**src/hdl/vbuff_settings.svh**
```systemverilog
/* Vector store buffer sizing
   Lane count, vector length and bus widths for the whole buffer */
`ifndef VBUFF_SETTINGS_SVH
`define VBUFF_SETTINGS_SVH

////////////////////////////////////////
// Vector unit geometry
////////////////////////////////////////
`define VB_LANES        8     // Vector lanes feeding the buffer
`define VB_VLENB        64    // Vector register length in bytes
`define VB_MAX_L2_LMUL  3     // LMUL up to 8

////////////////////////////////////////
// Bus widths
////////////////////////////////////////
`define VB_DATA_W       32    // Lane word and AXI data
`define VB_ADDR_W       32

// Rows per lane RAM, sized for a full LMUL=8 group of 32-bit words
`define VB_BUFF_DEPTH   ((`VB_VLENB << `VB_MAX_L2_LMUL) / 4 / `VB_LANES)

`endif

```
**src/hdl/vbuff_pkg.sv**
```systemverilog
/* Vector store buffer types
   Element width and store mode encodings, lane word and index types */
`default_nettype none
`include "vbuff_settings.svh"

package vbuff_pkg;

  // Element width, encoding 2'd3 is illegal
  typedef enum logic [1:0] {
    SEW_8  = 2'd0,
    SEW_16 = 2'd1,
    SEW_32 = 2'd2
  } sew_e;

  typedef enum logic {
    ST_UNIT    = 1'b0,
    ST_STRIDED = 1'b1
  } store_mode_e;

  typedef logic [`VB_DATA_W-1:0]   lane_word_t;   // Lane or buffer word
  typedef logic [`VB_DATA_W/8-1:0] byte_en_t;     // One bit per byte
  typedef logic [`VB_LANES-1:0]    lane_mask_t;   // One bit per lane

  // Bank row address
  typedef logic [$clog2(`VB_BUFF_DEPTH)-1:0] row_addr_t;

  // Element count or index, holds the count of a full SEW=8 LMUL=8 group
  typedef logic [$clog2(`VB_VLENB << `VB_MAX_L2_LMUL):0] elem_idx_t;

endpackage

`default_nettype wire

```
**src/hdl/sbuff_ram_if.sv**
```systemverilog
/* Store buffer bank ports
   Byte-write port driven by the packer, read port driven by the read pipe */
`timescale 1ns/100ps
`default_nettype none
`include "vbuff_settings.svh"

////////////////////////////////////////
// Write port
////////////////////////////////////////
interface sbuff_wr_if;
  import vbuff_pkg::*;

  logic       we;                  // Write strobe
  row_addr_t  row;
  lane_mask_t lane_en;             // Lanes written this beat
  byte_en_t   byte_en;
  lane_word_t wdata [`VB_LANES];

  modport ctrl (
    output we, row, lane_en, byte_en, wdata
  );

  modport ram (
    input  we, row, lane_en, byte_en, wdata
  );
endinterface

////////////////////////////////////////
// Read port
////////////////////////////////////////
interface sbuff_rd_if;
  import vbuff_pkg::*;

  logic       ren;
  row_addr_t  row;
  lane_word_t rdata [`VB_LANES];   // Valid the cycle after ren

  modport ctrl (
    output ren, row,
    input  rdata
  );

  modport ram (
    input  ren, row,
    output rdata
  );
endinterface

`default_nettype wire

```
**src/hdl/sbuff_bank.sv**
```systemverilog
/* Store buffer bank
   One dual-port byte-write RAM per lane with a registered read */
`timescale 1ns/100ps
`default_nettype none
`include "vbuff_settings.svh"

module sbuff_bank (
  input  logic    clk,
  sbuff_wr_if.ram wr,
  sbuff_rd_if.ram rd
);
  import vbuff_pkg::*;

  localparam int LANES  = `VB_LANES;
  localparam int DEPTH  = `VB_BUFF_DEPTH;
  localparam int NBYTES = $bits(byte_en_t);

  for (genvar l = 0; l < LANES; l++) begin : g_lane
    lane_word_t mem [DEPTH];
    lane_word_t rdata_q;

    // Byte-write port
    always_ff @(posedge clk) begin
      if (wr.we && wr.lane_en[l]) begin
        for (int b = 0; b < NBYTES; b++) begin
          if (wr.byte_en[b]) begin
            mem[wr.row][8*b +: 8] <= wr.wdata[l][8*b +: 8];
          end
        end
      end
    end

    // Read port, one cycle latency
    always_ff @(posedge clk) begin
      if (rd.ren) begin
        rdata_q <= mem[rd.row];
      end
    end

    assign rd.rdata[l] = rdata_q;
  end

endmodule

`default_nettype wire

```
**src/flat_wrapper.sv**
```systemverilog
// flat-port wrapper written by rule: the top's interface ports become plain ports
module sbuff_bank_flat import vbuff_pkg::*;
  (clk, wr_we, wr_row, wr_lane_en, wr_byte_en, wr_wdata, rd_ren, rd_row, rd_rdata);
  sbuff_wr_if wr_i ();
  sbuff_rd_if rd_i ();
  input  logic clk;
  input wire logic [$bits(wr_i.we)-1:0] wr_we;
  input wire logic [$bits(wr_i.row)-1:0] wr_row;
  input wire logic [$bits(wr_i.lane_en)-1:0] wr_lane_en;
  input wire logic [$bits(wr_i.byte_en)-1:0] wr_byte_en;
  input wire logic [$bits(wr_i.wdata)-1:0] wr_wdata;
  input wire logic [$bits(rd_i.ren)-1:0] rd_ren;
  input wire logic [$bits(rd_i.row)-1:0] rd_row;
  output wire logic [$bits(rd_i.rdata)-1:0] rd_rdata;
  assign wr_i.we = wr_we;
  assign wr_i.row = wr_row;
  assign wr_i.lane_en = wr_lane_en;
  assign wr_i.byte_en = wr_byte_en;
  assign wr_i.wdata = {>>{wr_wdata}};
  assign rd_i.ren = rd_ren;
  assign rd_i.row = rd_row;
  assign rd_rdata = {>>{rd_i.rdata}};
  sbuff_bank u_core (.clk(clk), .wr(wr_i), .rd(rd_i));
endmodule
```
**config.mk**
```make
export PLATFORM = sky130hd
export DESIGN_NAME = sbuff_bank_flat
export DESIGN_NICKNAME = d
export VERILOG_FILES = /design/src/hdl/vbuff_pkg.sv /design/src/hdl/sbuff_ram_if.sv /design/src/hdl/sbuff_bank.sv /design/src/flat_wrapper.sv
export VERILOG_INCLUDE_DIRS = /design/src /design/src/hdl
export SDC_FILE = /design/constraint.sdc
export NUM_CORES = 2
export LEC_CHECK = 0
export BUFFER_PORTS_ARGS = -buffer_cell sky130_fd_sc_hd__buf_2
export CAP_MARGIN = 20
export CORE_MARGIN = 2
export CORE_UTILIZATION = 53
export CTS_CLUSTER_DIAMETER = 200
export DETAILED_ROUTE_END_ITERATION = 16
export GPL_TIMING_DRIVEN = 0
export PLACE_DENSITY_LB_ADDON = 0.25
export SYNTH_ARGS = -nofsm -noshare
export SYNTH_HDL_FRONTEND = slang
export SYNTH_SLANG_ARGS = --single-unit
```
**constraint.sdc**
```tcl
create_clock -name clk -period 2.6 [get_ports clk]
set_input_delay 0.26 -clock clk [delete_from_list [all_inputs] [get_ports clk]]
set_output_delay 0.26 -clock clk [all_outputs]
set_load 0.02 [all_outputs]
```
## Yosys cells after proc, flatten, opt, wreduce, memory -nomap -nowiden

Memories as Yosys holds them, arrays and structs flattened. A register that Yosys moved wholly into a read port is not among the register bits.
Index checks and enable logic that the tools add are counted.

| word-level totals | value |
|---|---|
| logic and storage cells | 84 |
| memories kept | 8 |
| register bits after elaboration | 0 |
| output and inout port bits | 256 |
| memory bits (writable) | 4096 |
| input port bits | 279 |

| operators by class | value |
|---|---|
| reduce and logical (&&, ||, !) cells | 8 |
| multiplexer cells | 68 |

Memories:

| name | words | bits a word | read ports | clocked after Yosys merged registers in | wr ports | line | RTL |
|---|---|---|---|---|---|---|---|
| u_core.g_lane[0].mem | 16 | 32 | 1 | 1 | 1 | sbuff_bank.sv:19 | `lane_word_t mem [DEPTH];` |
| u_core.g_lane[1].mem | 16 | 32 | 1 | 1 | 1 | sbuff_bank.sv:19 |  |
| u_core.g_lane[2].mem | 16 | 32 | 1 | 1 | 1 | sbuff_bank.sv:19 |  |
| u_core.g_lane[3].mem | 16 | 32 | 1 | 1 | 1 | sbuff_bank.sv:19 |  |
| u_core.g_lane[4].mem | 16 | 32 | 1 | 1 | 1 | sbuff_bank.sv:19 |  |
| u_core.g_lane[5].mem | 16 | 32 | 1 | 1 | 1 | sbuff_bank.sv:19 |  |
| 2 more memories | n/a | n/a | n/a | n/a | n/a | n/a |  |

Operator list:

| cell | number |
|---|---|
| $mux 1 | 68 |
| $logic_and 1x1->1 | 8 |

## Depth between registers and ports, before layout

| depth | value |
|---|---|
| word-level depth | 3 |
| mapped depth | 8 |
| depth with buffers taken out | 3 |

## Worst setup path after synthesis

OpenSTA, ideal clock, no wires.

| timing | value |
|---|---|
| path type | input -> register |
| start | in wr_we |
| end | mem u_core.g_lane[0].mem[8][0] (netlist bit), enable pin |
| path slack | 0.649 ns |
| cell stages on the path | 6 |
| data required time | 2.230 ns |
| arrival time | 1.581 ns |
| path buffers | 3 |
| cells stage by stage | clkbuf_1 and2_1 clkbuf_1 nand2_1 clkbuf_1 nor2_1 |

| on the way | value |
|---|---|
| cells in the longest elaborated chain, start to end | 3 |

Ends and longest elaborated chain:

| item | line | RTL |
|---|---|---|
| from (decl) | flat_wrapper.sv:7 | `input wire logic [$bits(wr_i.we)-1:0] wr_we;` |
| $logic_and 1x1->1 | sbuff_bank.sv:24 | `if (wr.we && wr.lane_en[l]) begin` |
| $mux 1 | sbuff_bank.sv:24 |  |
| $mux 1 (implied by the code) | sbuff_bank.sv:27 | `mem[wr.row][8*b +: 8] <= wr.wdata[l][8*b +: 8];` |
| to (decl) | sbuff_bank.sv:19 |  |

Every way passes these cells.

## Worst setup path in the final report

| timing | value |
|---|---|
| start | in wr_we |
| end | mem u_core.g_lane[5].mem[9][13] (netlist bit), enable pin |

| on the way | value |
|---|---|
| cells in the longest elaborated chain, start to end | 3 |

Ends and longest elaborated chain:

| item | line |
|---|---|
| $logic_and 1x1->1 | sbuff_bank.sv:24 |
| $mux 1 | sbuff_bank.sv:24 |
| $mux 1 (implied by the code) | sbuff_bank.sv:27 |
| to (decl) | sbuff_bank.sv:19 |

Every way passes these cells.

==> results.py <==
metrics = {
    "outcome": {
        "status": "finished with violations",
        "violations": "negative setup slack",
    },
    "routing": {
        "vias": 86190,
        "drc": 0,
        "drt_wl_total_mm": 492.7,
        "dr.pass1.iters": 9,
        "ant_nets": 0,
        "routedWlPerCell_um": 37.69,
        "viasPerCell": 6.594,
        "drtIter0Drc": 14540,
    },
    "sta": {
        "fin_crit_sh_pct": 112.9,
        "fin_skew_ps": 71.76,
        "setup_viol": 366,
        "slew_headroom_pct": 11.75,
        "hold_violations": 0,
        "rsz0062_at_grt": "true",
        "max_freq_ghz": 0.3406,
        "setup_slack_ps": -336.1,
        "tightest_slew_ps": 1324,
        "slew_violations": 0,
        "finalCriticalPeriod_ps": 2936,
    },
    "floorplanning": {
        "die_h_um": 558.1,
        "die_w_um": 558.1,
        "dieArea_um2": 311400,
        "initial_core_util_pct": 53.25,
        "num_rows": 203,
        "io_pins": 535,
        "core_area_um2": 305600,
    },
    "synth": {
        "syn-instance-count": 7200,
        "ys_seq_area_share_pct": 80.32,
        "ys_ff_latch": 4352,
        "synth_top_area_cell": "edfxtp_1",
        "synth-edff-count": 4352,
        "avgSynthCellArea_um2": 22.60,
        "async_flop_share_pct": 0,
        "synth_cell_types": 23,
        "synth_top_cell_area_share_pct": 80.32,
        "synth-main-ff-cell": "edfxtp_1",
        "syn_nets": 7479,
        "syn_area_um2": 162700,
        "ys_warn_count": 0,
        "synth_area_leaders": "edfxtp_1 (80%), mux4_2 (14%), a22oi_1 (1.4%)",
    },
    "placement": {
        "postPlaceCellArea_um2": 171600,
        "gp_congestion": 0.8767,
        "io_buffers": 532,
        "pre_cts_slack_ps": -1651,
        "placed_cells": 11898,
        "dp_hpwl_mm": 329.5,
    },
    "finish": {
        "final_area_um2": 189000,
        "final_util_pct": 61.85,
        "layout.nets": 8792,
        "most-common-layout-cells": "edfxtp_1 (4352), mux4_2 (1008), buf_2 (697)",
        "stdcell_count": 13070,
        "final_common_cell": "edfxtp_1",
        "syn2layout_area_growth_pct": 16.15,
        "num-fill-cells": 20713,
        "layout-drive-gt1-share_pct": 29.63,
    },
    "clocking": {
        "tritoncts": "yes",
        "clk_latency_ps": 980,
        "htree_levels": 5,
        "post-cts-setup-buffers": 0,
        "clock-root-buffer": "clkbuf_16",
        "clockBufferDepth": 4,
        "cts.sinks": 4352,
        "cts_inserted_buffers": 426,
        "clkTransAtPathRegs_ps": 60,
    },
    "grt": {
        "grt_overflow_total": 0,
        "grtUsageTotal_pct": 31.49,
        "grt_pass1_wl_mm": 664.3,
        "antenna_found_initial": 129,
        "grt_pass1_vias": 83229,
        "grt_max_degree": 101,
    },
    "critical_path": {
        "critPathMaxFanout": 10,
        "start_kind": "input port",
        "cp.required_ps": 3150,
        "cpMaxStageDelayCell": "nor2_1",
        "crit_chain": "buf_2 > clkbuf_1 > and2_1 > clkbuf_2 > nand2_1 > clkbuf_1 > nor2_1",
        "crit_path_max_incr_delay_ps": 980,
        "cp-end-kind": "register",
        "critPathKind": "in2reg",
        "arrival_ps": 3490,
        "cp_common_cell": "clkbuf_1",
    },
    "pwr": {
        "power_density_nw_per_um2": 786.6,
        "power_switching_share_pct": 22.26,
        "p_int_mw": 115.6,
        "clock_power_share_pct": 41.5,
        "power.switching_mw": 33.09,
        "power_frac_seq_pct": 52.7,
        "peakVddDrop_mv": 0.8068,
        "leakagePower_nw": 60.16,
        "power_frac_comb_pct": 5.7,
        "finalPower_mw": 148.7,
    },
    "min_path": {
        "hp-class": "in2reg",
    },
    "flow_run": {
        "drv_cap": 0,
    },
}
what timing repair did:
item / in CTS / in global routing
resized for setup: 8 / 128
endpoints found under the hold margin: 4164 / 1
setup endpoints to repair: 38 / 849
hold buffers: 258 / 1
power by group through the flow:
| stage | sequential [mW] | combinational [mW] | clock [mW] |
|---|---|---|---|
| floorplan | 80.2 | 3.34 | 0 |
| detailed placement | 79.9 | 7.89 | 0 |
| CTS | 78.4 | 8.33 | 61.9 |
| finish | 78.4 | 8.52 | 61.8 |
| global route | 78.4 | 8.78 | 64.7 |
| global placement | 79.9 | 7.59 | 0 |
state kept, by name, indices dropped and copies added, names as in the netlist:
name,count
u_core.g_lane.mem,4096
u_core.g_lane.rdata_q,256
metal layers:
| layer | vias up | GRT usage [%] | part of all wire, % |
|---|---|---|---|
| li1 | 33050 | - | - |
| met1 | 44978 | 42.53 | 35 |
| met2 | 6832 | 46.48 | 45 |
| met3 | 1244 | 10.54 | 14 |
| met4 | 86 | 15.12 | 5.5 |
| met5 | - | 0.2007 | 0.13 |
worst paths after layout:
kind	startpoint	slack (ps)	cells past startpoint	end
worst min register to register	u_core.g_lane[2].mem[13][23]	670	3	u_core.g_lane[2].rdata_q[23]
worst min-delay path	wr_lane_en[1]	60	3	u_core.g_lane[1].mem[0][2]
worst max-delay path	wr_we	-340	7	u_core.g_lane[5].mem[9][13]
worst max register to register	u_core.g_lane[5].mem[4][2]	800	3	u_core.g_lane[5].rdata_q[2]
area by class of cell:
class	count	area [um2]	area share (%)
Sequential cell	4352	130700	69.15
Antenna cell	94	235.2	0.1245
Clock inverter	282	2929	1.550
Multi-Input combinational cell	2422	30360	16.06
Tap cell	4100	5130	2.714
Buffer	425	2034	1.077
Clock buffer	509	11010	5.828
Timing Repair Buffer	886	6598	3.491
kinds of logic (layout without fill, tap and decap cells):
kind of cell           Yosys count  in the layout  share of synthesized area [%]
buffers and inverters          426           2102                          1.210
AOI/OAI and AO/OA              520            520                          2.272
muxes                         1040           1040                          14.15
and+or+nand+nor                862            862                          2.046
other                            0             94                              0
DFF                           4352           4352                          80.32
Yosys cell counts, types with 2 or more instances:
cell type  instances
edfxtp_1        4352
o22ai_1          190
nand2b_1           5
a22oi_1          314
a22o_1             8
nor2b_1           12
nor2_1           614
buf_1             49
buf_6              3
and2_1             7
mux2i_1           32
nand3_1           13
nand2_1          205
or2_2              2
clkbuf_1         168
buf_2            170
buf_4             36
mux4_2          1008
a41o_1             8
through the flow:
| step | hold slack, ps | TNS, ps |
|---|---|---|
| 4_1_cts | 38.59 | 0 |
| 5_1_grt | 34.77 | -9675 |
| 3_3_place_gp | 616.1 | -6205480 |
| 6_report | 60.10 | -25460 |
| 3_5_place_dp | 635.2 | -2613650 |
| 2_1_floorplan | 358.9 | 0 |
worst max-delay path, delay by kind of cell:
kind / cells / cell delay (ps)
buffers and inverters: 4 / 1650
AND/OR/NAND/NOR: 3 / 1570
Note: power is estimated with default switching activity, not from simulation.
