==> config.mk <==
export PLATFORM = sky130hd
export DESIGN_NAME = store_pack_ctrl_flat
export DESIGN_NICKNAME = d
export VERILOG_FILES = /design/src/hdl/vbuff_pkg.sv /design/src/hdl/sbuff_ram_if.sv /design/src/hdl/store_pack_ctrl.sv /design/src/flat_wrapper.sv
export VERILOG_INCLUDE_DIRS = /design/src /design/src/hdl
export SDC_FILE = /design/constraint.sdc
export NUM_CORES = 1
export LEC_CHECK = 0
export BUFFER_PORTS_ARGS = -buffer_cell sky130_fd_sc_hd__clkbuf_2
export CELL_PAD_IN_SITES_DETAIL_PLACEMENT = 2
export CELL_PAD_IN_SITES_GLOBAL_PLACEMENT = 2
export CORE_AREA = 2 2 212 214
export CTS_BUF_LIST = sky130_fd_sc_hd__clkbuf_8
export DETAILED_ROUTE_END_ITERATION = 16
export DIE_AREA = 0 0 214 216
export PLACE_DENSITY = 0.78
export SLEW_MARGIN = 15
export SYNTH_ARGS = -nofsm -noshare
export SYNTH_HDL_FRONTEND = slang
export SYNTH_SLANG_ARGS = --single-unit
==> constraint.sdc <==
create_clock -name clk -period 1.6 [get_ports clk]
set_input_delay 0.16 -clock clk [delete_from_list [all_inputs] [get_ports clk]]
set_output_delay 0.16 -clock clk [all_outputs]
set_load 0.01 [all_outputs]
==> src/hdl/vbuff_settings.svh <==
/* Vector store buffer sizing
   Lane count, vector length and bus widths for the whole buffer */
`ifndef VBUFF_SETTINGS_SVH
`define VBUFF_SETTINGS_SVH

////////////////////////////////////////
// Vector unit geometry
////////////////////////////////////////
`define VB_LANES        8     // Vector lanes feeding the buffer
`define VB_VLENB        64    // Vector register length in bytes
`define VB_MAX_L2_LMUL  3     // LMUL up to 8

////////////////////////////////////////
// Bus widths
////////////////////////////////////////
`define VB_DATA_W       32    // Lane word and AXI data
`define VB_ADDR_W       32

// Rows per lane RAM, sized for a full LMUL=8 group of 32-bit words
`define VB_BUFF_DEPTH   ((`VB_VLENB << `VB_MAX_L2_LMUL) / 4 / `VB_LANES)

`endif

==> src/hdl/vbuff_pkg.sv <==
/* Vector store buffer types
   Element width and store mode encodings, lane word and index types */
`default_nettype none
`include "vbuff_settings.svh"

package vbuff_pkg;

  // Element width, encoding 2'd3 is illegal
  typedef enum logic [1:0] {
    SEW_8  = 2'd0,
    SEW_16 = 2'd1,
    SEW_32 = 2'd2
  } sew_e;

  typedef enum logic {
    ST_UNIT    = 1'b0,
    ST_STRIDED = 1'b1
  } store_mode_e;

  typedef logic [`VB_DATA_W-1:0]   lane_word_t;   // Lane or buffer word
  typedef logic [`VB_DATA_W/8-1:0] byte_en_t;     // One bit per byte
  typedef logic [`VB_LANES-1:0]    lane_mask_t;   // One bit per lane

  // Bank row address
  typedef logic [$clog2(`VB_BUFF_DEPTH)-1:0] row_addr_t;

  // Element count or index, holds the count of a full SEW=8 LMUL=8 group
  typedef logic [$clog2(`VB_VLENB << `VB_MAX_L2_LMUL):0] elem_idx_t;

endpackage

`default_nettype wire

==> src/hdl/sbuff_ram_if.sv <==
/* Store buffer bank ports
   Byte-write port driven by the packer, read port driven by the read pipe */
`timescale 1ns/100ps
`default_nettype none
`include "vbuff_settings.svh"

////////////////////////////////////////
// Write port
////////////////////////////////////////
interface sbuff_wr_if;
  import vbuff_pkg::*;

  logic       we;                  // Write strobe
  row_addr_t  row;
  lane_mask_t lane_en;             // Lanes written this beat
  byte_en_t   byte_en;
  lane_word_t wdata [`VB_LANES];

  modport ctrl (
    output we, row, lane_en, byte_en, wdata
  );

  modport ram (
    input  we, row, lane_en, byte_en, wdata
  );
endinterface


`default_nettype wire

==> src/hdl/store_pack_ctrl.sv <==
/* Store packing control
   Packs narrow lane elements into buffer words and steps the written lane group */
`timescale 1ns/100ps
`default_nettype none
`include "vbuff_settings.svh"

module store_pack_ctrl (
  input  logic                  clk,
  input  logic                  rstn,
  input  logic                  cfg_load_i,
  input  vbuff_pkg::sew_e       sew_i,
  input  vbuff_pkg::elem_idx_t  beats_i,
  input  logic                  lane_wen_i,
  input  vbuff_pkg::lane_word_t lane_data_i [`VB_LANES],
  output logic                  wr_done_o,
  sbuff_wr_if.ctrl              wr
);
  import vbuff_pkg::*;

  localparam int LANES = `VB_LANES;
  localparam int GW    = $clog2(LANES) + 1;

  logic               beat;
  logic [GW-1:0]      grp_size;       // Lanes filled per beat
  lane_mask_t         grp_mask;
  lane_mask_t         lane_en;
  lane_mask_t         lane_en_q;      // Zero until the first beat after config
  logic [2*LANES-1:0] lane_en_dbl;
  row_addr_t          row_q;
  elem_idx_t          beat_cnt_q;

  assign beat     = lane_wen_i && !wr_done_o;
  assign grp_size = GW'(2) << sew_i;   // 8 beats of s bytes fill 2*s words
  assign grp_mask = lane_mask_t'((1 << grp_size) - 1);
  assign lane_en  = (lane_en_q == '0) ? grp_mask : lane_en_q;

  // Rotate the group left by its own size
  assign lane_en_dbl = {lane_en, lane_en} >> (LANES - int'(grp_size));

  ////////////////////////////////////////
  // Lane group, row and beat counters
  ////////////////////////////////////////
  always_ff @(posedge clk) begin
    if (!rstn || cfg_load_i) begin
      lane_en_q  <= '0;
      row_q      <= '0;
      beat_cnt_q <= '0;
      wr_done_o  <= 1'b0;
    end else if (beat) begin
      lane_en_q  <= lane_en_dbl[LANES-1:0];
      beat_cnt_q <= beat_cnt_q + 1'b1;
      if (lane_en[LANES-1]) begin
        row_q <= row_q + 1'b1;           // Group wraps back to lane 0
      end
      if (beat_cnt_q == beats_i - 1'b1) begin
        wr_done_o <= 1'b1;
      end
    end
  end

  // Write port, the beat lands on the edge that samples it
  assign wr.we      = beat;
  assign wr.row     = row_q;
  assign wr.lane_en = lane_en;
  assign wr.byte_en = '1;              // Packed words always fill the row

  // Lane l takes the low s bytes of 4/s consecutive source lanes
  always_comb begin
    for (int l = 0; l < LANES; l++) begin
      case (sew_i)
        SEW_32: begin
          wr.wdata[l] = lane_data_i[l];
        end
        SEW_16: begin
          wr.wdata[l] = {lane_data_i[(2*l)%LANES + 1][15:0],
                         lane_data_i[(2*l)%LANES][15:0]};
        end
        default: begin
          wr.wdata[l] = {lane_data_i[(4*l)%LANES + 3][7:0],
                         lane_data_i[(4*l)%LANES + 2][7:0],
                         lane_data_i[(4*l)%LANES + 1][7:0],
                         lane_data_i[(4*l)%LANES][7:0]};
        end
      endcase
    end
  end

  // Rotated group must stay one aligned run of grp_size lanes
  a_lane_group: assert property (@(posedge clk) disable iff (!rstn)
    beat |-> ($countones(lane_en) == int'(grp_size)) &&
             (((lane_en + (lane_en & (~lane_en + 1'b1))) & lane_en) == '0))
    else $error("lane enable group not contiguous");

endmodule

`default_nettype wire

==> src/flat_wrapper.sv <==
// flat-port wrapper written by rule: the top's interface ports become plain ports
module store_pack_ctrl_flat import vbuff_pkg::*;
  (clk, rstn, cfg_load_i, sew_i, beats_i, lane_wen_i, lane_data_i, wr_done_o, wr_we, wr_row, wr_lane_en, wr_byte_en, wr_wdata);
  sbuff_wr_if wr_i ();
  input  logic clk;
  input  logic rstn;
  input  logic cfg_load_i;
  input  vbuff_pkg::sew_e sew_i;
  input  vbuff_pkg::elem_idx_t beats_i;
  input  logic lane_wen_i;
  input  vbuff_pkg::lane_word_t lane_data_i[`VB_LANES];
  output logic wr_done_o;
  output wire logic [$bits(wr_i.we)-1:0] wr_we;
  output wire logic [$bits(wr_i.row)-1:0] wr_row;
  output wire logic [$bits(wr_i.lane_en)-1:0] wr_lane_en;
  output wire logic [$bits(wr_i.byte_en)-1:0] wr_byte_en;
  output wire logic [$bits(wr_i.wdata)-1:0] wr_wdata;
  assign wr_we = wr_i.we;
  assign wr_row = wr_i.row;
  assign wr_lane_en = wr_i.lane_en;
  assign wr_byte_en = wr_i.byte_en;
  assign wr_wdata = {>>{wr_i.wdata}};
  store_pack_ctrl u_core (.clk(clk), .rstn(rstn), .cfg_load_i(cfg_load_i), .sew_i(sew_i), .beats_i(beats_i), .lane_wen_i(lane_wen_i), .lane_data_i(lane_data_i), .wr_done_o(wr_done_o), .wr(wr_i));
endmodule
Yosys cells after proc, flatten, opt, wreduce, memory -nomap -nowiden
Cells that the tools add are included.
{"block": "classes", "muxes": 9, "add_sub_neg": 5, "n_reduce_logical": 7, "shifts": 3, "eq_ne": 3}
{"cell": "$pmux 32 s2", "count": 8}
{"cell": "$shr 16x32->8", "count": 1}
{"cell": "$add 10x1->10 const B", "count": 1}
{"cell": "$eq 10x10->1", "count": 1}
{"cell": "$sub 10x1->10 const B", "count": 1}
{"cell": "$logic_not 8->1", "count": 1}
{"cell": "$mux 8", "count": 1}
{"cell": "$shl 1x4->8 const A", "count": 1}
{"cell": "$sub 8x2->8 const B", "count": 1}
{"cell": "$sub 4x4->5 const A", "count": 1}
{"cell": "$add 4x1->4 const B", "count": 1}
{"cell": "$reduce_and 2->1", "count": 2}
{"cell": "$shl 2x2->4 const A", "count": 1}
{"cell": "$eq 2x1->1 const B", "count": 1}
{"cell": "$eq 2x2->1 const B", "count": 1}
{"cell": "$logic_not 1->1", "count": 2}
{"cell": "$logic_and 1x1->1", "count": 1}
{"cell": "$logic_or 1x1->1", "count": 1}
{"block": "totals", "out_inout_bits": 274, "in_bits": 272, "register_bits": 23, "wordCells": 31}

Depth between registers and ports, before layout
{"block": "depth", "depth_word": 5, "depth_mapped": 8, "mapped_depth_nobuf": 7}

Worst setup path after synthesis
Ideal clock, no wire load.
{"block": "synth_path", "kind": "input to output", "from": "input port sew_i[0]", "to": "output port wr_wdata[128]", "required_time_ps": 1440, "t_arrival_ps": 1589, "path_buffers": 3, "setup_slack_ps": -149, "cell_stages": 7, "path_cell_list": "inv_1 ha_1 clkbuf_1 clkbuf_1 buf_1 nand2_1 a21oi_1"}
{"block": "synth_via", "elab_chain_len": 2, "word_cells_on_any_way": 3, "classes_between": "eq/ne (2); mux (1)"}
{"item": "from (decl)", "line": "flat_wrapper.sv:8", "source": "input vbuff_pkg::sew_e sew_i;"}
{"item": "$eq 2x1->1 / $eq 2x2->1 (equally long branches)", "line": "store_pack_ctrl.sv:70", "source": "case (sew_i)"}
{"item": "$pmux 32 s2 *", "line": "store_pack_ctrl.sv:70"}
{"item": "to (decl)", "line": "flat_wrapper.sv:17", "source": "output wire logic [$bits(wr_i.wdata)-1:0] wr_wdata;"}
Mark *: on every way between the ends. The rest lies on a longest branch, timed or not.

Final worst setup path
{"block": "layout_path", "from": "input port sew_i[1]", "to": "output port wr_wdata[1]"}
The elaborated chain is that of the path after synthesis.

==> impl_metrics.tcl <==
set metrics [dict create \
    final_common_cell "clkbuf_2" \
    fin_setup_tns_ns -22.03 \
    routed_via_density 4.80 \
    finalHoldViolCount 0 \
    placed_cell_area_sq_um 10100 \
    layout_min_cycle_time_ns 1.84 \
    cts_buffer_depth 2 \
    leakagePower_nw 6.42 \
    final_cells 2296 \
    grt-ovfl-total 0 \
    power_mw 7.71 \
    synth-simple-area-share 0.304 \
    required_ns 1.44 \
    ir_drop_uv 282 \
    cp-end-kind "primary output" \
    cts_max_level 1 \
    finalWorstSetupSlack_ns -0.236 \
    portBuffers 541 \
    ys.warnings.count 0 \
    vias 11025 \
    fin_crit_sh 1.15 \
    reg2regPathDepth 7 \
    synth_top_family_by_area "compound AO/OA/AOI/OAI gates" \
    initial_utilization 0.124 \
    cts.sinks 23 \
    placedCellCount 2204 \
    crit_path_max_fanout 7 \
    final_util 0.321 \
    holdBufCountCts 0 \
    ys_seq_elements 23 \
    slew_headroom 0.586 \
    die_h_microns 216 \
    gp_congestion 0.913 \
    synth_area_leaders "a21oi_1 (22%), nand2_1 (17%), a21boi_0 (15%)" \
    synthAdderAreaFrac 0.0208 \
    core_sq_um 43800 \
    start_kind "input pin" \
    ys_types 54 \
    io_pins 546 \
    yosysTopAreaCellShare 0.223 \
    setup_viol 247 \
    antenna_found_initial 4 \
    area_growth_syn_to_layout_pct 159 \
    cellPowerDensity_nw_per_um2 548 \
    firstDrtPassIters 5 \
    layout-drive-gt1-share 0.670 \
    wire_per_inst_microns 26.5 \
    max_freq_mhz 545 \
    drc_errors 0 \
    drv_cap 0 \
    synth_compound_area_frac 0.469 \
    avgSynthCellArea_sq_um 5.55 \
    grt_pass1_wl_microns 76400 \
    hpwl_microns 43900 \
    cts_buffers 3 \
    drtIter0Drc 552 \
    layout.nets 1984 \
    dieArea_sq_um 46200 \
    fin_skew_ns 0.00559 \
    synth_area_sq_um 5430 \
    num_rows 77 \
    critPathKind "in2out" \
    ys.flop_type "dfxtp_1" \
    synthMuxAreaShare 0.00553 \
    grt_start_max_net_pins 40 \
    hp-class "in2reg" \
    cp_data_arrival_time_ns 1.68 \
    clk_latency_ns 0.28 \
    finalWirelength_microns 60900 \
    rsz0062_at_grt "yes" \
    design_area_sq_um 14100 \
    synth_largest_area_cell "a21oi_1" \
    tightest_slew_ns 0.619 \
    netlist_instances 977 \
    status "complete, but fails checks" \
    cts_tree "done" \
    grt_usage 0.218 \
    dp_slack_ns -0.422 \
    layout_common_cells "clkbuf_2 (426), nand2_1 (227), buf_4 (134), a21oi_1 (128), a21oi_2 (101)" \
    cts-root-buf "clkbuf_8" \
    hold_path_depth 4 \
    synth_xor_area_frac 0.0355 \
    maxSlewViolCount 0 \
    async_flop_share 0 \
    postRouteAntennaNets 0 \
    fillers 5040 \
    grt_pass1_vias 11395 \
    whs_ns 0.286 \
    ys_seq_area_frac 0.0849 \
    failed_checks "negative setup slack" \
    synth-edff-count 0 \
    die_x_microns 214 \
    clk_pin_slew_worst_paths_ns 0.09 \
]
==> logic make-up (layout without fill, tap and decap cells) <==
group	Yosys count	in the layout
simple gates	394	394
compound gates	422	422
xor+xnor	22	22
other cells	1	6
mux	3	3
flops	23	23
fa+ha+maj	9	9
buf+inv	103	825
==> sequential cells by signal (all words and copies together) (netlist names) <==
signal,flops
u_core.lane_en_q,8
u_core.wr.row,4
u_core.wr_done_o,1
u_core.beat_cnt_q,10
==> path summary, 6_finish.rpt <==
kind | startpoint | end | slack [ns]
worst min register to register | u_core.lane_en_q[7] | u_core.lane_en_q[7] | 0.53
worst max-delay path | sew_i[1] | wr_wdata[1] | -0.24
worst min-delay path | lane_wen_i | u_core.beat_cnt_q[1] | 0.29
worst max register to register | u_core.lane_en_q[3] | u_core.lane_en_q[5] | -0.18
==> cell usage after synthesis, drive strengths merged, types with 6 or more instances <==
cell    count
nand2     248
a21oi     242
a21boi    112
nor2       90
clkbuf     56
buf        25
dfxtp      23
inv        21
xnor2      16
nor3       11
o21ai      11
a22oi       9
ha          9
nand3       9
o22ai       9
a22o        8
a31oi       7
nand2b      6
xor2        6
==> layout make-up <==
cell class                      count  area, sq um  share of cell area
Inverter                           22          100             0.00712
Antenna cell                        2         5.00            0.000356
Clock inverter                      1         5.00            0.000356
Timing Repair Buffer              799         6260               0.445
Tap cell                          592          741              0.0527
Sequential cell                    23          472              0.0335
Multi-Input combinational cell    854         6440               0.458
Clock buffer                        3         41.3             0.00294
==> where the power goes <==
group / switching (mW) / internal (mW)
clock network: 0.228 / 0.175
logic: 3.57 / 3.13
registers: 0.0163 / 0.585
total: 3.82 / 3.89
==> critical path, stage by stage <==
cell       delay [ns]
clkbuf_16        0.12
buf_6            0.10
ha_4             0.26
buf_12           0.15
clkbuf_16        0.16
clkbuf_16        0.16
nand2_1          0.08
a21oi_2          0.26
clkbuf_2         0.20
==> layer usage <==
| layer | vias to the layer above | share of wire | GRT usage |
|---|---|---|---|
| met5 | - | 0.00011 | 0 |
| met4 | 2 | 0.023 | 0.0273 |
| met3 | 94 | 0.069 | 0.0395 |
| met2 | 551 | 0.51 | 0.401 |
| met1 | 5487 | 0.40 | 0.269 |
| li1 | 4891 | - | - |
==> timing repair <==
| action | in CTS | in global routing |
|---|---|---|
| pin swaps | 37 | 63 |
| buffers inserted | 31 | 37 |
| endpoints found under the setup margin | 267 | 271 |
| endpoints found under the hold margin | 0 | 0 |
| gates cloned | 11 | 26 |
| resized for setup | 378 | 440 |
Power figures use the tool's default switching activity.
