### src/hdl/vbuff_settings.svh
/* Vector store buffer sizing
   Lane count, vector length and bus widths for the whole buffer */
`ifndef VBUFF_SETTINGS_SVH
`define VBUFF_SETTINGS_SVH

////////////////////////////////////////
// Vector unit geometry
////////////////////////////////////////
`define VB_LANES        8     // Vector lanes feeding the buffer
`define VB_VLENB        64    // Vector register length in bytes
`define VB_MAX_L2_LMUL  3     // LMUL up to 8

////////////////////////////////////////
// Bus widths
////////////////////////////////////////
`define VB_DATA_W       32    // Lane word and AXI data
`define VB_ADDR_W       32

// Rows per lane RAM, sized for a full LMUL=8 group of 32-bit words
`define VB_BUFF_DEPTH   ((`VB_VLENB << `VB_MAX_L2_LMUL) / 4 / `VB_LANES)

`endif

### src/hdl/vbuff_pkg.sv
/* Vector store buffer types
   Element width and store mode encodings, lane word and index types */
`default_nettype none
`include "vbuff_settings.svh"

package vbuff_pkg;

  // Element width, encoding 2'd3 is illegal
  typedef enum logic [1:0] {
    SEW_8  = 2'd0,
    SEW_16 = 2'd1,
    SEW_32 = 2'd2
  } sew_e;

  typedef enum logic {
    ST_UNIT    = 1'b0,
    ST_STRIDED = 1'b1
  } store_mode_e;

  typedef logic [`VB_DATA_W-1:0]   lane_word_t;   // Lane or buffer word
  typedef logic [`VB_DATA_W/8-1:0] byte_en_t;     // One bit per byte
  typedef logic [`VB_LANES-1:0]    lane_mask_t;   // One bit per lane

  // Bank row address
  typedef logic [$clog2(`VB_BUFF_DEPTH)-1:0] row_addr_t;

  // Element count or index, holds the count of a full SEW=8 LMUL=8 group
  typedef logic [$clog2(`VB_VLENB << `VB_MAX_L2_LMUL):0] elem_idx_t;

endpackage

`default_nettype wire

### src/hdl/store_issue_ctrl.sv
/* Store issue control
   Holds the store configuration, counts issued elements and steps the AXI address */
`timescale 1ns/100ps
`default_nettype none
`include "vbuff_settings.svh"

module store_issue_ctrl (
  input  logic                   clk,
  input  logic                   rstn,
  input  logic                   cfg_load_i,
  input  vbuff_pkg::sew_e        cfg_sew_i,
  input  logic [1:0]             cfg_l2_lmul_i,
  input  vbuff_pkg::store_mode_e cfg_mode_i,
  input  logic [`VB_ADDR_W-1:0]  cfg_base_addr_i,
  input  logic [`VB_ADDR_W-1:0]  cfg_stride_i,
  input  logic                   rd_en_i,
  output vbuff_pkg::sew_e        sew_o,
  output vbuff_pkg::elem_idx_t   beats_o,
  output logic                   issue_o,
  output vbuff_pkg::elem_idx_t   elem_idx_o,
  output logic [`VB_ADDR_W-1:0]  byte_addr_o,
  output logic                   rd_done_o,
  output logic [`VB_ADDR_W-1:0]  xfer_size_o
);
  import vbuff_pkg::*;

  localparam int ADDR_W = `VB_ADDR_W;

  sew_e              sew_q;
  logic [1:0]        l2_lmul_q;
  store_mode_e       mode_q;
  logic [ADDR_W-1:0] stride_q;
  logic [ADDR_W-1:0] addr_q;       // Running element address
  elem_idx_t         rd_cnt_q;
  elem_idx_t         vec_bytes;    // Bytes in the register group
  elem_idx_t         n_elems;
  logic [2:0]        elem_bytes;
  logic [ADDR_W-1:0] addr_step;

  // Configuration registers
  always_ff @(posedge clk) begin
    if (!rstn) begin
      sew_q     <= SEW_8;
      l2_lmul_q <= '0;
      mode_q    <= ST_UNIT;
      stride_q  <= '0;
    end else if (cfg_load_i) begin
      sew_q     <= cfg_sew_i;
      l2_lmul_q <= cfg_l2_lmul_i;
      mode_q    <= cfg_mode_i;
      stride_q  <= cfg_stride_i;
    end
  end

  // Element count and transfer size
  assign vec_bytes   = elem_idx_t'(`VB_VLENB) << l2_lmul_q;
  assign n_elems     = vec_bytes >> sew_q;
  assign elem_bytes  = 3'd1 << sew_q;
  assign beats_o     = n_elems >> $clog2(`VB_LANES);   // One element per lane per beat
  assign sew_o       = sew_q;
  assign xfer_size_o = (mode_q == ST_UNIT) ? ADDR_W'(vec_bytes) : ADDR_W'(elem_bytes);
  assign addr_step   = (mode_q == ST_STRIDED) ? stride_q : ADDR_W'(elem_bytes);

  assign issue_o     = rd_en_i && !rd_done_o;           // Reads past the end are dropped
  assign elem_idx_o  = rd_cnt_q;
  assign byte_addr_o = addr_q;

  ////////////////////////////////////////
  // Element counter and address accumulator
  ////////////////////////////////////////
  always_ff @(posedge clk) begin
    if (!rstn) begin
      rd_cnt_q  <= '0;
      addr_q    <= '0;
      rd_done_o <= 1'b0;
    end else if (cfg_load_i) begin
      rd_cnt_q  <= '0;
      addr_q    <= cfg_base_addr_i;
      rd_done_o <= 1'b0;
    end else if (issue_o) begin
      rd_cnt_q <= rd_cnt_q + 1'b1;
      addr_q   <= addr_q + addr_step;
      if (rd_cnt_q == n_elems - 1'b1) begin
        rd_done_o <= 1'b1;                              // Last element accepted
      end
    end
  end

  a_sew_legal: assert property (@(posedge clk) disable iff (!rstn)
    cfg_load_i |-> cfg_sew_i inside {SEW_8, SEW_16, SEW_32})
    else $error("illegal SEW encoding on config load");

endmodule

`default_nettype wire

### config.mk
export PLATFORM = sky130hd
export DESIGN_NAME = store_issue_ctrl
export DESIGN_NICKNAME = d
export VERILOG_FILES = /design/src/hdl/vbuff_pkg.sv /design/src/hdl/store_issue_ctrl.sv
export VERILOG_INCLUDE_DIRS = /design/src /design/src/hdl
export SDC_FILE = /design/constraint.sdc
export NUM_CORES = 1
export LEC_CHECK = 0
export BUFFER_PORTS_ARGS = -buffer_cell sky130_fd_sc_hd__buf_2
export CORE_MARGIN = 1
export CORE_UTILIZATION = 30
export CTS_BUF_LIST = sky130_fd_sc_hd__clkbuf_2 sky130_fd_sc_hd__clkbuf_4 sky130_fd_sc_hd__clkbuf_8
export CTS_CLUSTER_DIAMETER = 30
export CTS_CLUSTER_SIZE = 30
export DETAILED_ROUTE_END_ITERATION = 10
export PLACE_DENSITY = 0.59
export SETUP_SLACK_MARGIN = 0.1
export SYNTH_ARGS = -nofsm -noshare
export SYNTH_HDL_FRONTEND = slang
export SYNTH_SLANG_ARGS = --single-unit
export TNS_END_PERCENT = 30
### constraint.sdc
create_clock -name clk -period 3.2 [get_ports clk]
set_input_delay 0.32 -clock clk [delete_from_list [all_inputs] [get_ports clk]]
set_output_delay 0.32 -clock clk [all_outputs]
set_load 0.01 [all_outputs]
# Word level (Yosys, flattened, before mapping)

Index checks and enable logic that the tools add are counted.

Shifts and indexed selects: 3
Mux-type cells: 4
Reductions and logical operators: 5
Add/subtract/negate cells: 3
Eq/ne operators: 1
Bitwise operators: 1

Operators with widths:

| cell                                                                 | number |
|---|---|
| 32-bit two-way mux                                                   | 3 |
| 32-bit adder                                                         | 1 |
| 10-bit by 1-bit adder with 10-bit output, second input constant      | 1 |
| 10-bit == test                                                       | 1 |
| 10-bit two-way mux                                                   | 1 |
| 7-bit by 2-bit left shift with 10-bit output, first input constant   | 1 |
| 10-bit by 2-bit right shift with 10-bit output                       | 1 |
| 10-bit by 1-bit subtractor with 10-bit output, second input constant | 1 |
| 1-bit by 2-bit left shift with 3-bit output, first input constant    | 1 |
| 2-bit AND reduction                                                  | 1 |
| 2-bit nonzero test                                                   | 1 |
| 2-bit OR reduction                                                   | 1 |
| 1-bit logical AND                                                    | 1 |
| 1-bit zero test                                                      | 1 |
| 1-bit NOT                                                            | 1 |

Logic and storage cells: 24
Bits of input ports: 73
Output and inout bits: 88
Bits in registers: 80

# Depth between registers and ports, before layout

Depth after elaboration: 5
Gate-level depth with buffers: 13
Mapped depth without buffers: 12

# Worst setup path after synthesis

Ideal clock, no wire load.

Path kind: register to register
Start point: reg sew_q[1] (netlist: sew_o[1])
End point: reg addr_q[18] (netlist: byte_addr_o[18])
Cell stages (with the launch flop): 13
Arrival time: 2.586 ns
Clock period less this slack: 2.720 ns
Buffers on the path: 1
Setup time: 0.134 ns
Setup slack: 0.480 ns
Required time: 3.066 ns
Path through: dfxtp_1 > buf_2 > o31ai_1 > ha_1 > inv_1 > fa_1 > nor2b_1 > o31a_1 > o21a_1 > o211ai_1 > o311a_2 > xor2_1 > o22ai_1

Word-level cells in the longest chain between the ends: 5

RTL lines:

| element                                     | RTL line               | RTL |
|---|---|---|
| from (decl)                                 | store_issue_ctrl.sv:29 | `sew_e sew_q;` |
| from (signal assigned)                      | store_issue_ctrl.sv:48 | `sew_q <= cfg_sew_i;` |
| 1-bit by 2-bit left shift with 3-bit output | store_issue_ctrl.sv:58 | `assign elem_bytes = 3'd1 << sew_q;` |
| 32-bit two-way mux                          | store_issue_ctrl.sv:62 | `assign addr_step = (mode_q == ST_STRIDED) ? stride_q : ADDR_W'(elem_bytes);` |
| 32-bit adder                                | store_issue_ctrl.sv:82 | `addr_q <= addr_q + addr_step;` |
| 32-bit two-way mux                          | store_issue_ctrl.sv:80 | `end else if (issue_o) begin` |
| 32-bit two-way mux                          | store_issue_ctrl.sv:76 | `end else if (cfg_load_i) begin` |
| to (signal assigned)                        | store_issue_ctrl.sv:78 | `addr_q <= cfg_base_addr_i;` |
| to (signal assigned)                        | store_issue_ctrl.sv:82 |  |
| to (decl)                                   | store_issue_ctrl.sv:33 | `logic [ADDR_W-1:0] addr_q;` |

Every way passes these cells. The select of a mux whose other input is x is not followed.
A chain may end at the register's enable or synchronous reset.

# Final worst setup path

Start point: reg mode_q
End point: reg addr_q[24] (netlist: byte_addr_o[24])

Word-level cells in the longest chain between the ends: 4

RTL lines:

| element                | RTL line               | RTL |
|---|---|---|
| from (decl)            | store_issue_ctrl.sv:31 | `store_mode_e mode_q;` |
| from (signal assigned) | store_issue_ctrl.sv:50 | `mode_q <= cfg_mode_i;` |
| 32-bit two-way mux     | store_issue_ctrl.sv:62 |  |
| 32-bit adder           | store_issue_ctrl.sv:82 |  |
| 32-bit two-way mux     | store_issue_ctrl.sv:80 |  |
| 32-bit two-way mux     | store_issue_ctrl.sv:76 |  |

Every way passes these cells. The select of a mux whose other input is x is not followed.

==> results_dict.tcl <==
set metrics [dict create \
    coreArea_mm2 0.01883 \
    synth-compound-area-share_pct 20.50 \
    start_kind "flop" \
    rsz0062_at_grt "no" \
    fmax_mhz 347.1 \
    die_area_mm2 0.01993 \
    fin_crit_ns 2.881 \
    status "complete, no violations" \
    worst_clock_skew_ns 0.01238 \
    drive_gt1_share_pct 21.33 \
    synth_ff_type "dfxtp_1" \
    area_growth_pct 16.04 \
    grt_pass1_wl_um 27130 \
    cts_sinks 80 \
    place_hpwl_um 12690 \
    cts-hold-fix-buffers 0 \
    clk_pin_slew_ns 0.08 \
    leakagePower_nw 3.097 \
    crit_arrival_ns 3.18 \
    setup-tns-final_ns 0 \
    dr.pass1.iters 5 \
    drt_wl_total_um 16810 \
    synthTopCellsByArea "dfxtp_1 (28%), mux2i_1 (7.2%), ha_1 (7.1%)" \
    synth_simple_gate_area_share_pct 22.52 \
    vdd_ir_drop_max_uv 245.8 \
    yosysMostFrequentCell "nor2_1" \
    maxSlewHeadroom_pct 40.68 \
    critPathKind "reg2reg" \
    end_kind "flop" \
    ys_types 70 \
    tightest_slew_ns 0.8889 \
    synth_xor_area_share_pct 5.276 \
    synth_common_cells "nor2_1 (82), dfxtp_1 (80), nand2_1 (65)" \
    num_antenna_cells 0 \
    syn_area_mm2 0.005811 \
    drt_iter0_drc 277 \
    place_worst_setup_slack_ns 0.2381 \
    syn_avg_cell_area_um2 7.906 \
    drtAntennaViolNets 0 \
    ys_seq_area_share_pct 27.56 \
    maxCapViolCount 0 \
    cp.required_ns 3.50 \
    final_util_pct 35.81 \
    synth-adder-area-share_pct 7.450 \
    rows 50 \
    cts_tree "yes" \
    die_w_um 141.2 \
    cpMostUsedCell "o21ai_0" \
    synthMuxAreaShare_pct 8.010 \
    power_w 0.002378 \
    hold_class "in2reg" \
    overflow 0 \
    syn_inst 735 \
    min_period_over_period_pct 90.03 \
    clock_path_buffers 2 \
    yosysTopAreaCellShare_pct 27.56 \
    vias 5468 \
    synth_async_sr_flop_share_pct 0 \
    fin_ws_ns 0.3190 \
    grt_max_degree 43 \
    wire_per_inst_um 15.23 \
    grt_pass1_vias 5200 \
    cts_buffers 9 \
    cts-root-buf "clkbuf_8" \
    maxSlewViolCount 0 \
    slowest_delay_ns 0.45 \
    synth_edf_count 0 \
    antenna_found_initial 0 \
    clk_latency_ns 0.38 \
    numPortBuffers 132 \
    hold_viol_final 0 \
    ys_warn_count 0 \
    io_pins 161 \
    path_max_fanout 12 \
    place_congestion 0.8375 \
    worst_path_max_delay_cell "o21ai_1" \
    initial_core_util_pct 30.86 \
    synth_top_family_by_area "simple AND/OR/NAND/NOR gates" \
    htreeDepth 3 \
    synth-seq-cells 80 \
    die_h_um 141.2 \
    drc 0 \
    setup-violations-final 0 \
    p_per_area_mw_per_mm2 352.7 \
    worstPathCellList "inv_1, nand2_1, o21ai_0, ha_1, nor2b_1, o31a_1, o21a_1, o21ai_1, o21ai_0, xnor2_1, a211oi_1" \
    nets 949 \
    routed_via_density 4.953 \
    yosys.area.top_type "dfxtp_1" \
    grt_usage_pct 17.20 \
]
[through the flow]
stage               instance area [µm²]  cells  hold slack, ns
finish                             6743   1104          0.1567
global route                       6743   1104          0.1573
CTS                                6718   1101          0.1386
detailed placement                 6535   1088          0.4809
global placement                   6535   1088          0.4726
floorplan                          5912    762          0.4522
[state kept, by name, indices dropped and copies added (netlist names)]
signal and count:
mode_q 1, stride_q 32, elem_idx_o 10, rd_done_o 1, byte_addr_o 32, l2_lmul_q 2, sew_o 2
[power breakdown]
| part | leakage (nW) | internal, W | switching (W) |
|---|---|---|---|
| Clock | 0.0952 | 0.000387 | 0.000372 |
| Combinational | 2.34 | 0.000212 | 0.000302 |
| Sequential | 0.660 | 0.00105 | 0.0000512 |
| Total | 3.10 | 0.00165 | 0.000725 |
[kinds of logic after synthesis]
logic type,after synthesis
and+or+nand+nor,266
AOI/OAI and AO/OA,183
buffers and inverters,91
DFF,80
muxes,45
xor gates and xnor gates,35
adders and majority gates,34
other,1
[placed cells by master (no fill, tap or decap), types with 5 or more instances in the layout]
cell type and count:
buf_4 15, buf_2 131, and3_1 12, nand3_1 7, o21a_1 9, o211ai_1 7, dfxtp_1 78, a31oi_1 6
clkbuf_8 10, a21oi_1 57, o21ai_0 36, inv_1 14, xnor2_1 21, nor2_1 82, or3_1 5, and2_1 29
o22ai_1 12, xor2_1 14, a211oi_1 9, a21o_1 6, nand4_1 18, ha_1 33, conb_1 28, nand2_1 65
nand2b_1 11, nor3b_1 5, nor3_1 15, mux2i_1 42
[timing repair]
action / CTS / global route
endpoints found under the setup margin: 0 / 8
endpoints found under the hold margin: 0 / 0
gates resized for setup: 0 / 3
buffers inserted: 0 / 3
[worst paths after layout]
check | start | end | slack [ns] | cells after the start
max | mode_q$_SDFFE_PN0P_ | byte_addr_o[24]$_SDFFE_PN0P_ | 0.32 | 11
min | cfg_base_addr_i[6] | byte_addr_o[6]$_SDFFE_PN0P_ | 0.16 | 2
max reg2reg | mode_q$_SDFFE_PN0P_ | byte_addr_o[24]$_SDFFE_PN0P_ | 0.32 | 11
min reg2reg | elem_idx_o[1]$_SDFFE_PP0P_ | elem_idx_o[1]$_SDFFE_PP0P_ | 0.49 | 2
[per-layer routing]
layer / vias to the layer above / part of all wire, % / wire, µm / GRT usage (%)
met4: 0 / 2.2 / 367 / 6.522
met5: - / 0 / 0 / 0
met1: 2473 / 48 / 8022 / 23.21
li1: 2772 / - / - / -
met2: 193 / 45 / 7531 / 27.33
met3: 30 / 5.3 / 888 / 2.887
[final cells by class]
| cell class | count | area, µm² |
|---|---|---|
| fill | 2005 | 12090 |
| multi-input combinational | 591 | 3810 |
| sequential | 80 | 1604 |
| timing repair buffer | 146 | 768.2 |
| tap | 260 | 325.3 |
| clock buffer | 12 | 152.6 |
| inverter | 14 | 52.55 |
| clock inverter | 1 | 30.03 |
[worst max-delay path: cells and delay by family (launching register included)]
kind                     cells  cell delay, ns
AO/OA/AOI/OAI                6            1.60
flip-flops                   1            0.39
adder cells (fa/ha/maj)      1            0.29
AND/OR/NAND/NOR              2            0.22
XOR/XNOR                     1            0.16
buffers and inverters        1            0.14
Power figures use the tool's default switching activity.
